**src/include/ooo_defines.svh**
```systemverilog
/*
 * out-of-order back end constants
 */

`ifndef OOO_DEFINES_SVH
`define OOO_DEFINES_SVH

////////////////////////////////////////
// datapath
////////////////////////////////////////

// operand and result width
`define OOO_XLEN 32

// destination register count
`define OOO_ARCH_REGS 32

////////////////////////////////////////
// reorder buffer and lanes
////////////////////////////////////////

// entries, power of two so pointers wrap on their own
`define OOO_ROB_DEPTH 8

// multiply lane stages
`define OOO_MUL_LATENCY 3

`endif

```
**src/ooo_op_pkg.sv**
```systemverilog
/*
 * operation and datapath types
 */

`include "ooo_defines.svh"

package ooo_op_pkg;

	// one operand or result word
	typedef logic [`OOO_XLEN-1:0] xlen_t;

	// reorder buffer index
	typedef logic [$clog2(`OOO_ROB_DEPTH)-1:0] rob_tag_t;

	// destination register index
	typedef logic [$clog2(`OOO_ARCH_REGS)-1:0] arch_reg_t;

	// pre-decoded op codes
	// codes 0 to 6 are legal, 7 traps
	typedef enum logic [2:0] {
		OP_ADD     = 3'd0,
		OP_SUB     = 3'd1,
		OP_AND     = 3'd2,
		OP_OR      = 3'd3,
		OP_XOR     = 3'd4,
		OP_MUL     = 3'd5,
		OP_HALT    = 3'd6,
		OP_ILLEGAL = 3'd7
	} op_code_t;

endpackage

```
**src/ooo_status_pkg.sv**
```systemverilog
/*
 * core status and handshake states
 */

package ooo_status_pkg;

	// sticky error status seen at the top level
	typedef enum logic [1:0] {
		NO_ERROR      = 2'd0,
		ILLEGAL_INST  = 2'd1,
		HALTED_ON_WFI = 2'd2
	} error_status_t;

	// four-phase receiver states
	typedef enum logic [1:0] {
		DISP_IDLE      = 2'd0,
		DISP_ACK       = 2'd1,
		DISP_WAIT_DROP = 2'd2
	} dispatch_state_t;

endpackage

```
**src/dispatch_if.sv**
```systemverilog
/*
 * dispatch bus
 */

interface dispatch_if;

	// one-cycle pulse per accepted op
	logic                 valid;
	ooo_op_pkg::op_code_t  op;
	ooo_op_pkg::arch_reg_t dest;
	ooo_op_pkg::xlen_t     src_a;
	ooo_op_pkg::xlen_t     src_b;
	// rob tail, allocated in the valid cycle
	ooo_op_pkg::rob_tag_t  tag;

	modport issuer (output valid, op, dest, src_a, src_b);

	modport lane (input valid, op, src_a, src_b, tag);

	modport allocator (input valid, op, dest, output tag);

endinterface

```
**src/writeback_if.sv**
```systemverilog
/*
 * common data bus port
 */

interface writeback_if;

	// one-cycle pulse, marks the entry done
	logic                 valid;
	ooo_op_pkg::rob_tag_t tag;
	ooo_op_pkg::xlen_t    data;
	// only the logic lane ever raises this
	logic                 illegal;

	modport producer (output valid, tag, data, illegal);

	modport consumer (input valid, tag, data, illegal);

endinterface

```
**src/dispatch_stage.sv**
```systemverilog
/*
 * dispatch stage
 */

module dispatch_stage (
	input  logic                  clock,
	input  logic                  rst_n,
	input  logic                  req,
	input  ooo_op_pkg::op_code_t  op,
	input  ooo_op_pkg::arch_reg_t dest,
	input  ooo_op_pkg::xlen_t     src_a,
	input  ooo_op_pkg::xlen_t     src_b,
	input  logic                  room,
	output logic                  ack,
	dispatch_if.issuer            disp
);

	ooo_status_pkg::dispatch_state_t state;
	ooo_status_pkg::dispatch_state_t state_next;
	logic                            accept;

	////////////////////////////////////////
	// four-phase handshake
	////////////////////////////////////////

	// take a request only with rob space left
	assign accept = (state == ooo_status_pkg::DISP_IDLE) && req && room;

	always_comb begin
		state_next = state;
		case (state)
			ooo_status_pkg::DISP_IDLE: begin
				if (accept) begin
					state_next = ooo_status_pkg::DISP_ACK;
				end
			end
			// issue cycle, req may already be gone
			ooo_status_pkg::DISP_ACK: begin
				if (req) begin
					state_next = ooo_status_pkg::DISP_WAIT_DROP;
				end else begin
					state_next = ooo_status_pkg::DISP_IDLE;
				end
			end
			ooo_status_pkg::DISP_WAIT_DROP: begin
				if (!req) begin
					state_next = ooo_status_pkg::DISP_IDLE;
				end
			end
			default: begin
				state_next = ooo_status_pkg::DISP_IDLE;
			end
		endcase
	end

	always_ff @(posedge clock or negedge rst_n) begin
		if (!rst_n) begin
			state <= ooo_status_pkg::DISP_IDLE;
		end else begin
			state <= state_next;
		end
	end

	// ack held from acceptance until req drops
	assign ack = (state != ooo_status_pkg::DISP_IDLE);

	// exactly one issue pulse per transfer
	assign disp.valid = (state == ooo_status_pkg::DISP_ACK);

	////////////////////////////////////////
	// operation capture
	////////////////////////////////////////

	always_ff @(posedge clock) begin
		if (accept) begin
			disp.op    <= op;
			disp.dest  <= dest;
			disp.src_a <= src_a;
			disp.src_b <= src_b;
		end
	end

	// ack only follows a sampled request
	a_ack_after_req: assert property (
		@(posedge clock) disable iff (!rst_n)
		$rose(ack) |-> $past(req)
	);

endmodule

```
**src/execute_stage.sv**
```systemverilog
/*
 * execute stage, logic and multiply lanes
 */

`include "ooo_defines.svh"

module execute_stage (
	input  logic          clock,
	input  logic          rst_n,
	dispatch_if.lane      disp,
	writeback_if.producer wb_logic,
	writeback_if.producer wb_mul
);

	localparam int HALF = `OOO_XLEN / 2;
	localparam int LAT  = `OOO_MUL_LATENCY;

	// logic lane, one register stage
	logic                 logic_valid;
	ooo_op_pkg::op_code_t logic_op;
	ooo_op_pkg::rob_tag_t logic_tag;
	ooo_op_pkg::xlen_t    logic_a;
	ooo_op_pkg::xlen_t    logic_b;
	ooo_op_pkg::xlen_t    logic_result;

	// multiply lane shift pipeline
	logic [LAT-1:0]       mul_valid;
	ooo_op_pkg::rob_tag_t mul_tag [LAT];
	ooo_op_pkg::xlen_t    mul_data [1:LAT-1];
	// stage 0 partial products
	ooo_op_pkg::xlen_t    mul_lo;
	logic [HALF-1:0]      mul_hi;

	////////////////////////////////////////
	// lane valids
	////////////////////////////////////////

	always_ff @(posedge clock or negedge rst_n) begin
		if (!rst_n) begin
			logic_valid <= 1'b0;
			mul_valid   <= '0;
		end else begin
			// halt and illegal ride the logic lane
			logic_valid <= disp.valid && (disp.op != ooo_op_pkg::OP_MUL);
			mul_valid   <= {mul_valid[LAT-2:0], disp.valid && (disp.op == ooo_op_pkg::OP_MUL)};
		end
	end

	////////////////////////////////////////
	// payload
	////////////////////////////////////////

	always_ff @(posedge clock) begin
		if (disp.valid) begin
			logic_op  <= disp.op;
			logic_tag <= disp.tag;
			logic_a   <= disp.src_a;
			logic_b   <= disp.src_b;
		end
		// low half of b, then low half of a times high half of b
		mul_tag[0] <= disp.tag;
		mul_lo     <= disp.src_a * disp.src_b[HALF-1:0];
		mul_hi     <= disp.src_a[HALF-1:0] * disp.src_b[`OOO_XLEN-1:HALF];
		// sum the partials, upper bits fall off
		mul_tag[1]  <= mul_tag[0];
		mul_data[1] <= mul_lo + {mul_hi, {HALF{1'b0}}};
		for (int i = 2; i < LAT; i++) begin
			mul_tag[i]  <= mul_tag[i-1];
			mul_data[i] <= mul_data[i-1];
		end
	end

	////////////////////////////////////////
	// logic lane result
	////////////////////////////////////////

	always_comb begin
		case (logic_op)
			ooo_op_pkg::OP_ADD: logic_result = logic_a + logic_b;
			ooo_op_pkg::OP_SUB: logic_result = logic_a - logic_b;
			ooo_op_pkg::OP_AND: logic_result = logic_a & logic_b;
			ooo_op_pkg::OP_OR:  logic_result = logic_a | logic_b;
			ooo_op_pkg::OP_XOR: logic_result = logic_a ^ logic_b;
			// halt and illegal give zero
			default:            logic_result = '0;
		endcase
	end

	assign wb_logic.valid   = logic_valid;
	assign wb_logic.tag     = logic_tag;
	assign wb_logic.data    = logic_result;
	assign wb_logic.illegal = (logic_op == ooo_op_pkg::OP_ILLEGAL);

	// multiplies never trap
	assign wb_mul.valid   = mul_valid[LAT-1];
	assign wb_mul.tag     = mul_tag[LAT-1];
	assign wb_mul.data    = mul_data[LAT-1];
	assign wb_mul.illegal = 1'b0;

	// multiplies stay off the logic bus
	a_no_mul_on_logic: assert property (
		@(posedge clock) disable iff (!rst_n)
		wb_logic.valid |-> (logic_op != ooo_op_pkg::OP_MUL)
	);

endmodule

```
**src/reorder_buffer.sv**
```systemverilog
/*
 * reorder buffer
 */

`include "ooo_defines.svh"

module reorder_buffer (
	input  logic                          clock,
	input  logic                          rst_n,
	dispatch_if.allocator                 disp,
	writeback_if.consumer                 wb_logic,
	writeback_if.consumer                 wb_mul,
	output logic                          room,
	output logic                          commit_valid,
	output ooo_op_pkg::arch_reg_t         commit_dest,
	output ooo_op_pkg::xlen_t             commit_data,
	output ooo_status_pkg::error_status_t error_status
);

	localparam int DEPTH = `OOO_ROB_DEPTH;

	// circular pointers, wrap by width
	ooo_op_pkg::rob_tag_t   head;
	ooo_op_pkg::rob_tag_t   tail;
	logic [$clog2(DEPTH):0] count;
	// a halt or illegal op is queued
	logic                   stop_pending;
	// a halt or illegal op has committed
	logic                   halted;
	logic                   alloc;
	logic                   commit_stop;

	// per entry state
	logic [DEPTH-1:0]      ent_done;
	logic [DEPTH-1:0]      ent_halt;
	logic [DEPTH-1:0]      ent_illegal;
	ooo_op_pkg::arch_reg_t ent_dest [DEPTH];
	ooo_op_pkg::xlen_t     ent_data [DEPTH];

	assign disp.tag = tail;
	assign alloc    = disp.valid;

	// no new work once a stop op is queued or retired
	assign room = (count < DEPTH) && !stop_pending && !halted;

	////////////////////////////////////////
	// commit from the head
	////////////////////////////////////////

	assign commit_valid = (count != '0) && ent_done[head];
	assign commit_dest  = ent_dest[head];
	assign commit_data  = ent_data[head];
	assign commit_stop  = commit_valid && (ent_halt[head] || ent_illegal[head]);

	////////////////////////////////////////
	// control state
	////////////////////////////////////////

	always_ff @(posedge clock or negedge rst_n) begin
		if (!rst_n) begin
			head         <= '0;
			tail         <= '0;
			count        <= '0;
			stop_pending <= 1'b0;
			halted       <= 1'b0;
			error_status <= ooo_status_pkg::NO_ERROR;
			ent_done     <= '0;
		end else begin
			if (commit_stop) begin
				// flush everything younger than the stop op
				head         <= head + 1'b1;
				tail         <= head + 1'b1;
				count        <= '0;
				stop_pending <= 1'b0;
				halted       <= 1'b1;
				if (ent_illegal[head]) begin
					error_status <= ooo_status_pkg::ILLEGAL_INST;
				end else begin
					error_status <= ooo_status_pkg::HALTED_ON_WFI;
				end
			end else begin
				if (alloc) begin
					tail <= tail + 1'b1;
				end
				if (commit_valid) begin
					head <= head + 1'b1;
				end
				case ({alloc, commit_valid})
					2'b10:   count <= count + 1'b1;
					2'b01:   count <= count - 1'b1;
					default: count <= count;
				endcase
				if (alloc && (disp.op == ooo_op_pkg::OP_HALT ||
						disp.op == ooo_op_pkg::OP_ILLEGAL)) begin
					stop_pending <= 1'b1;
				end
			end
			// fresh entry starts not done
			if (alloc) begin
				ent_done[tail] <= 1'b0;
			end
			// completion, any order
			if (wb_logic.valid) begin
				ent_done[wb_logic.tag] <= 1'b1;
			end
			if (wb_mul.valid) begin
				ent_done[wb_mul.tag] <= 1'b1;
			end
		end
	end

	////////////////////////////////////////
	// entry payload
	////////////////////////////////////////

	always_ff @(posedge clock) begin
		if (alloc) begin
			ent_dest[tail] <= disp.dest;
			ent_halt[tail] <= (disp.op == ooo_op_pkg::OP_HALT);
		end
		if (wb_logic.valid) begin
			ent_data[wb_logic.tag]    <= wb_logic.data;
			ent_illegal[wb_logic.tag] <= wb_logic.illegal;
		end
		if (wb_mul.valid) begin
			ent_data[wb_mul.tag]    <= wb_mul.data;
			ent_illegal[wb_mul.tag] <= wb_mul.illegal;
		end
	end

	// dispatch must have seen room before issuing
	a_no_alloc_full: assert property (
		@(posedge clock) disable iff (!rst_n)
		disp.valid |-> (count < DEPTH)
	);

	// writeback targets a live, pending entry
	property p_wb_live(logic v, ooo_op_pkg::rob_tag_t t);
		@(posedge clock) disable iff (!rst_n || halted)
		v |-> (ooo_op_pkg::rob_tag_t'(t - head) < count) && !ent_done[t];
	endproperty

	a_wb_logic_live: assert property (p_wb_live(wb_logic.valid, wb_logic.tag));
	a_wb_mul_live: assert property (p_wb_live(wb_mul.valid, wb_mul.tag));

	// lanes never finish the same entry together
	a_wb_no_clash: assert property (
		@(posedge clock) disable iff (!rst_n)
		!(wb_logic.valid && wb_mul.valid && (wb_logic.tag == wb_mul.tag))
	);

endmodule

```
**src/ooo_core.sv**
```systemverilog
/*
 * out-of-order back end top
 */

module ooo_core (
	input  logic                          clock,
	input  logic                          rst_n,
	input  logic                          req,
	input  ooo_op_pkg::op_code_t          op,
	input  ooo_op_pkg::arch_reg_t         dest,
	input  ooo_op_pkg::xlen_t             src_a,
	input  ooo_op_pkg::xlen_t             src_b,
	output logic                          ack,
	output logic                          commit_valid,
	output ooo_op_pkg::arch_reg_t         commit_dest,
	output ooo_op_pkg::xlen_t             commit_data,
	output ooo_status_pkg::error_status_t error_status
);

	// rob space back to dispatch
	logic room;

	dispatch_if  disp_bus ();
	// one port per lane
	writeback_if wb_logic ();
	writeback_if wb_mul ();

	dispatch_stage dispatch_stage_inst (
		.clock (clock),
		.rst_n (rst_n),
		.req   (req),
		.op    (op),
		.dest  (dest),
		.src_a (src_a),
		.src_b (src_b),
		.room  (room),
		.ack   (ack),
		.disp  (disp_bus.issuer)
	);

	execute_stage execute_stage_inst (
		.clock    (clock),
		.rst_n    (rst_n),
		.disp     (disp_bus.lane),
		.wb_logic (wb_logic.producer),
		.wb_mul   (wb_mul.producer)
	);

	reorder_buffer reorder_buffer_inst (
		.clock        (clock),
		.rst_n        (rst_n),
		.disp         (disp_bus.allocator),
		.wb_logic     (wb_logic.consumer),
		.wb_mul       (wb_mul.consumer),
		.room         (room),
		.commit_valid (commit_valid),
		.commit_dest  (commit_dest),
		.commit_data  (commit_data),
		.error_status (error_status)
	);

endmodule

```
**config.mk**
```make
export PLATFORM = sky130hd
export DESIGN_NAME = ooo_core
export DESIGN_NICKNAME = d
export VERILOG_FILES = /design/src/ooo_op_pkg.sv /design/src/ooo_status_pkg.sv /design/src/dispatch_if.sv /design/src/writeback_if.sv /design/src/dispatch_stage.sv /design/src/execute_stage.sv /design/src/reorder_buffer.sv /design/src/ooo_core.sv
export VERILOG_INCLUDE_DIRS = /design/src /design/src/include
export SDC_FILE = /design/constraint.sdc
export NUM_CORES = 2
export LEC_CHECK = 0
export BUFFER_PORTS_ARGS = -buffer_cell sky130_fd_sc_hd__buf_2
export CAP_MARGIN = 20
export CORE_ASPECT_RATIO = 0.7
export CORE_MARGIN = 2
export CORE_UTILIZATION = 45
export DETAILED_ROUTE_END_ITERATION = 6
export HOLD_SLACK_MARGIN = 0.03
export PLACE_DENSITY = 0.65
export SLEW_MARGIN = 20
export SYNTH_ARGS = -nofsm -noshare
export SYNTH_HDL_FRONTEND = slang
export SYNTH_SLANG_ARGS = --single-unit
export TNS_END_PERCENT = 100
```
**constraint.sdc**
```tcl
create_clock -name clock -period 18.27 [get_ports clock]
set_input_delay 2.7405 -clock clock [delete_from_list [all_inputs] [get_ports clock]]
set_output_delay 2.7405 -clock clock [all_outputs]
set_load 0.02 [all_outputs]
```
Yosys cells after proc, flatten, opt, wreduce, memory -nomap -nowiden. Memories as Yosys holds them, arrays and structs flattened. Index checks and enable logic that the tools add are counted. Widths: inputs -> output; s select.

Bits in registers: 234. Bits in writable memories: 369. Input bits: 75. Output and inout bits: 41. Word-level logic and storage cells: 131. Memories: 4.

Memories: reorder_buffer_inst.ent_data (depth 8, bits a word 32, rd ports 1, clocked after Yosys merged registers in 0, write ports 2, RTL line reorder_buffer.sv:38) `ooo_op_pkg::xlen_t ent_data [DEPTH];`; execute_stage_inst.mul_data (depth 2, bits a word 32, rd ports 2, clocked after Yosys merged registers in 0, write ports 2, RTL line execute_stage.sv:29) `ooo_op_pkg::xlen_t mul_data [1:LAT-1];`; reorder_buffer_inst.ent_dest (depth 8, bits a word 5, rd ports 1, clocked after Yosys merged registers in 0, write ports 1, RTL line reorder_buffer.sv:37) `ooo_op_pkg::arch_reg_t ent_dest [DEPTH];`; execute_stage_inst.mul_tag (depth 3, bits a word 3, rd ports 3, clocked after Yosys merged registers in 0, write ports 3, RTL line execute_stage.sv:28) `ooo_op_pkg::rob_tag_t mul_tag [LAT];`.

Add/sub/neg operators: 7. Multipliers: 2. $lt $le $gt $ge: 8. Eq/ne operators: 15. Multiplexer cells: 39. Bitwise operators: 9. Reductions and logical operators: 25.

Operators with widths (number): $pmux 32 s5 (1); $add 32x32->32 (2); $mux 8 (5); $and 32x32->32 (1); $mul 32x16->32 (1); $or 32x32->32 (1); $sub 32x32->32 (1); $xor 32x32->32 (1); $and 8x8->8 (2); $bwmux 8 (2); $lt 3x4->1 const B (4); $mul 16x16->16 (1); $not 8->8 (2); $or 8x8->8 (2); $eq 3x3->1 const B (5); $mux 1 (14); $logic_and 1x1->1 (12); $mux 3 (4); $bmux 1 s3 (3); $demux 1 s3 (3); $ge 3x1->1 const B (3); $mux 2 (4); $pmux 4 s2 (1); $reduce_bool 2->1 (4); 20 further kinds (26).

Depth between registers and ports, before layout.
Depth in word-level cells: 11. Depth in mapped cells: 24. Depth with buffers taken out: 21.

Modules after synthesis. A second synthesis with hierarchy kept.

Cell total of the unflattened synthesis: 3766. Area total of the unflattened synthesis: 43225.2 sq um.

Modules (own cells, without submodules): execute_stage (instances 1, cells an instance 2672, area an instance 24638.6 sq um); reorder_buffer (instances 1, cells an instance 1013, area an instance 16331.9 sq um); dispatch_stage (instances 1, cells an instance 81, area an instance 2254.7 sq um).

Least setup slack after synthesis. Ideal clock, no wire load.

Kind: input to register. From: input port req. To: register dispatch_stage_inst.disp.dest[0], enable pin. Library setup time: 680 ps. Arrival: 9613 ps. Path slack: 7977 ps. Cell stages on the path: 2. Buffers on the path: 0. Cells stage by stage: nand2b_1 > nor4_1.

Cells in the longest elaborated chain, start to end: 2.

Ends and longest elaborated chain: from (decl) (RTL line ooo_core.sv:8) `input logic req,`; $logic_and 1x1->1 (2 in a row) (RTL line dispatch_stage.sv:27) `assign accept = (state == ooo_status_pkg::DISP_IDLE) && req && room;`; net dispatch_stage_inst.accept (RTL line dispatch_stage.sv:20) `logic accept;`; to (decl) (RTL line dispatch_if.sv:16) `modport issuer (output valid, op, dest, src_a, src_b);`.

The timed path passes the listed nets, and every way through them passes these cells. A chain may end at the register's enable or synchronous reset.

Worst setup path in the final report.
From: register dispatch_stage_inst.disp.src_b[8]. To: register execute_stage_inst.mul_lo[25].

Cells in the longest elaborated chain, start to end: 1.

Ends and longest elaborated chain: from (decl) (RTL line dispatch_if.sv:16); $mul 32x16->32 (RTL line execute_stage.sv:62) `mul_lo <= disp.src_a * disp.src_b[HALF-1:0];`; to (signal assigned) (RTL line execute_stage.sv:62); to (decl) (RTL line execute_stage.sv:31) `ooo_op_pkg::xlen_t mul_lo;`.

Every way passes these cells.

==> results.json <==
{
  "grt_pass1_vias": 30400,
  "setup_slack_ps": 11220,
  "io_pins": 116,
  "cts_setup_buffers": 0,
  "grt_overflow": 0,
  "coreArea_um2": 94300,
  "cts_num_sinks": 603,
  "dp_cells": 5317,
  "avgSynthCellArea_um2": 10.5,
  "rsz0062_at_grt": "false",
  "gp_congestion": 0.904,
  "final_core_util_pct": 50.0,
  "stdcell_area_um2": 47100,
  "wl_met3_um": 12200,
  "placed_area_um2": 44900,
  "fin_skew_ps": 71.7,
  "reg2reg_depth": 21,
  "comb_power_share_pct": 37.1,
  "worstHoldStart": "execute_stage_inst.mul_data[1][29]$_DFF_P_",
  "ys_seq_area_share_pct": 38.7,
  "hp-class": "flip-flop to flip-flop",
  "ys_ff_latch": 603,
  "maxSlewViolCount": 0,
  "setup.worst_path.end_class": "flip-flop",
  "dr.pass1.iters": 6,
  "nets": 4829,
  "grt_usage_pct": 24.8,
  "yosysUniqueCellTypes": 88,
  "yosys.area.top_type_share_pct": 31.1,
  "drt-met1-wl_um": 53300,
  "initial_core_util_pct": 45.6,
  "synth-edff-count": 446,
  "max_cap_violations": 0,
  "cts-resized-gates": 0,
  "ir_drop_mv": 0.0867,
  "timing.rr.end": "execute_stage_inst.mul_lo[25]$_DFF_P_",
  "cts_tree": "yes",
  "row_count": 94,
  "syn_area_um2": 43000,
  "ant_nets": 0,
  "wl_per_cell_um": 22.1,
  "hold_viol": 0,
  "worst-setup-path-type": "flip-flop to flip-flop",
  "cts-root-buf": "clkbuf_16",
  "dp_slack_ps": 11400,
  "yosys_warnings": 0,
  "rr_startpoint": "dispatch_stage_inst.disp.src_b[8]$_DFFE_PP_",
  "async_flop_share_pct": 4.64,
  "dp_hpwl_um": 81900,
  "fin_crit_sh_pct": 38.6,
  "max_slew_margin_pct": 22.6,
  "yosysTopAreaCell": "edfxtp_1",
  "total_power_mw": 5.05,
  "antenna_found_initial": 5,
  "internal-power_mw": 3.19,
  "final_cells": 5441,
  "drive_above_1_share_pct": 10.3,
  "r2r_slack_ps": 11220,
  "powerDensity_nw_per_um2": 107,
  "fp.dieH_um": 263,
  "ctsHoldBuffers": 0,
  "area_delta_synth_final_pct": 9.51,
  "crit_fanout": 25,
  "synthFlopType": "edfxtp_1",
  "synthTopCellsByArea": "edfxtp_1 31%, fa_1 18%, ha_1 6.7%",
  "postSynthCellCount": 4111,
  "outcome": "finished, final reports clean",
  "drtIter0Drc": 3373,
  "fin_setup_tns_ps": 0,
  "grt_pass1_wl_um": 185000,
  "top_layer": "met4",
  "grt_max_degree": 70,
  "met2_length_um": 51300,
  "cts-buffers-inserted": 61,
  "finalWorstPathRequiredPeriod_ps": 7050,
  "clkPwrFrac_pct": 26.9,
  "leakage_nw": 20.1,
  "clock_latency_ps": 680,
  "via_per_inst": 5.52,
  "critPathLaunchType": "flip-flop",
  "power_frac_seq_pct": 36.1,
  "tightest_slew_ps": 1160,
  "dieArea_um2": 98200,
  "path_clk_slew_ps": 70,
  "hold_depth": 0,
  "fmax_mhz": 142,
  "whs_endpoint": "execute_stage_inst.mul_data[2][29]$_DFF_P_",
  "sw_frac_of_total_pct": 36.8,
  "p_sw_mw": 1.86,
  "num_vias": 30100,
  "routed_wl_um": 120000,
  "required_ps": 18820,
  "cp.arrival_ps": 7600,
  "setup_viol": 0,
  "drc": 0,
  "synth_nets": 4803,
  "io_buffer_count": 115,
  "clockBufferDepth": 3,
  "hold_ws_ps": 322,
  "die_x_um": 374,
  "htreeDepth": 2
}
## logic make-up after synthesis
kind of cell    count (synthesis)  synth area share, %
simple gates                 1257                 13.3
mux                            97                 4.58
compound gates                594                 8.47
flops                         603                 38.7
xor+xnor                      160                 3.29
buf+inv                       783                 6.97
fa+ha+maj                     617                 24.7
## worst max-delay path, stage by stage (launching register included)
cell      delay (ps)
edfxtp_1        1060
nand2_1          170
fa_1             550
inv_1             50
fa_1             490
inv_1             50
fa_1             530
inv_1             50
fa_1             460
fa_1             490
inv_1             50
fa_1             470
inv_1             40
ha_1             340
o21a_1           170
o211a_1          210
a221oi_1         300
a21boi_0         240
o31ai_1          490
a21oi_1          170
a221oi_1         350
xnor2_1          160
## metal layers
| layer | global-route usage [%] | up-vias |
|---|---|---|
| li1 | - | 13600 |
| met1 | 36.6 | 15000 |
| met2 | 36.4 | 1347 |
| met3 | 5.93 | 174 |
| met4 | 6.69 | 0 |
| met5 | 0 | - |
## Yosys cell counts, types with 4 or more instances
cell and count:
a221oi_2 4, a21o_1 33, a31oi_1 36, inv_1 556
a222oi_1 9, and3_1 11, clkbuf_1 170, and4_1 5
o211ai_1 8, xor2_1 31, nand4_1 10, nor2b_1 15
o21bai_1 9, o21ai_0 71, a41oi_1 4, o31ai_1 14
edfxtp_1 446, nand2_1 511, a21oi_1 311, a221oi_1 6
mux4_2 80, xnor2_1 127, nand2b_1 12, a211oi_1 18
nor2_1 356, dfxtp_1 129, a21boi_0 5, dfrtp_1 28
buf_1 36, nor4_1 6, a31o_2 4, or3_1 9
mux2i_1 16, ha_1 230, fa_1 387, and2_1 228
nor3_1 38, buf_2 11, or2_2 7, o21a_1 16
nand3_1 29, a22oi_1 6
## layout by cell type (no fill, tap or decap), types with 10 or more instances in the layout
master and instances:
and2_1 228, o31ai_1 14, nand2_1 500, xor2_1 31
fa_1 387, ha_1 230, nor2b_1 14, nand2b_1 12
a31oi_1 35, a21oi_1 311, a21o_1 33, and3_1 11
buf_2 115, inv_1 557, nand3_1 25, mux2i_1 16
a211oi_1 18, nor3_1 36, xnor2_1 127, edfxtp_1 446
dfrtp_1 25, dfxtp_1 129, clkbuf_1 14, mux4_2 80
o21a_1 16, nand4_1 10, clkbuf_16 61, o21ai_0 71
nor2_1 354, buf_4 69
## layout make-up
type	count	area, um^2
Multi-Input combinational cell	2725	23500
Tap cell	1248	1560
Clock inverter	33	487
Antenna cell	3	7.51
Timing Repair Buffer	188	1140
Inverter	558	2090
Sequential cell	603	16700
Fill cell	8476	47200
Clock buffer	83	1690
## registers in the layout, summed over array words and instances (netlist names), 3 cells and up
name and count:
reorder_buffer_inst.head 3, reorder_buffer_inst.disp.tag 3, reorder_buffer_inst.ent_illegal 8, execute_stage_inst.wb_logic.tag 3
dispatch_stage_inst.disp.src_b 32, execute_stage_inst.mul_lo 32, execute_stage_inst.mul_hi 16, reorder_buffer_inst.ent_dest 40
execute_stage_inst.logic_a 32, dispatch_stage_inst.disp.dest 5, execute_stage_inst.mul_valid 3, execute_stage_inst.mul_data 64
reorder_buffer_inst.ent_data 256, execute_stage_inst.logic_b 32, dispatch_stage_inst.disp.src_a 32, execute_stage_inst.logic_op 3
reorder_buffer_inst.ent_halt 8, dispatch_stage_inst.disp.op 3, execute_stage_inst.mul_tag 9, reorder_buffer_inst.count 4
reorder_buffer_inst.ent_done 8
## power by group through the flow
stage | clock [mW] | sequential [mW] | combinational, mW
2_1_floorplan | 0 | 1.70 | 1.43
3_3_place_gp | 0 | 1.85 | 1.83
3_5_place_dp | 0 | 1.85 | 1.86
4_1_cts | 1.38 | 1.82 | 1.87
5_1_grt | 1.43 | 1.85 | 2.07
6_report | 1.36 | 1.82 | 1.87
## how the worst max path moves through the flow
| stage | startpoint | end | slack (ps) | depth (start not counted) |
|---|---|---|---|---|
| 2_1_floorplan | req | dispatch_stage_inst.disp.dest[0]$_DFFE_PP_ | 7980 | 2 |
| 3_3_place_gp | dispatch_stage_inst.disp.src_b[5]$_DFFE_PP_ | execute_stage_inst.mul_lo[25]$_DFF_P_ | 11470 | 20 |
| 3_5_place_dp | dispatch_stage_inst.disp.src_b[5]$_DFFE_PP_ | execute_stage_inst.mul_lo[25]$_DFF_P_ | 11400 | 20 |
| 4_1_cts | dispatch_stage_inst.disp.src_b[5]$_DFFE_PP_ | execute_stage_inst.mul_lo[25]$_DFF_P_ | 11330 | 20 |
| 5_1_grt | dispatch_stage_inst.disp.src_b[8]$_DFFE_PP_ | execute_stage_inst.mul_lo[25]$_DFF_P_ | 10890 | 21 |
| 6_report | dispatch_stage_inst.disp.src_b[8]$_DFFE_PP_ | execute_stage_inst.mul_lo[25]$_DFF_P_ | 11220 | 21 |
Note: power is estimated with default switching activity, not from simulation.
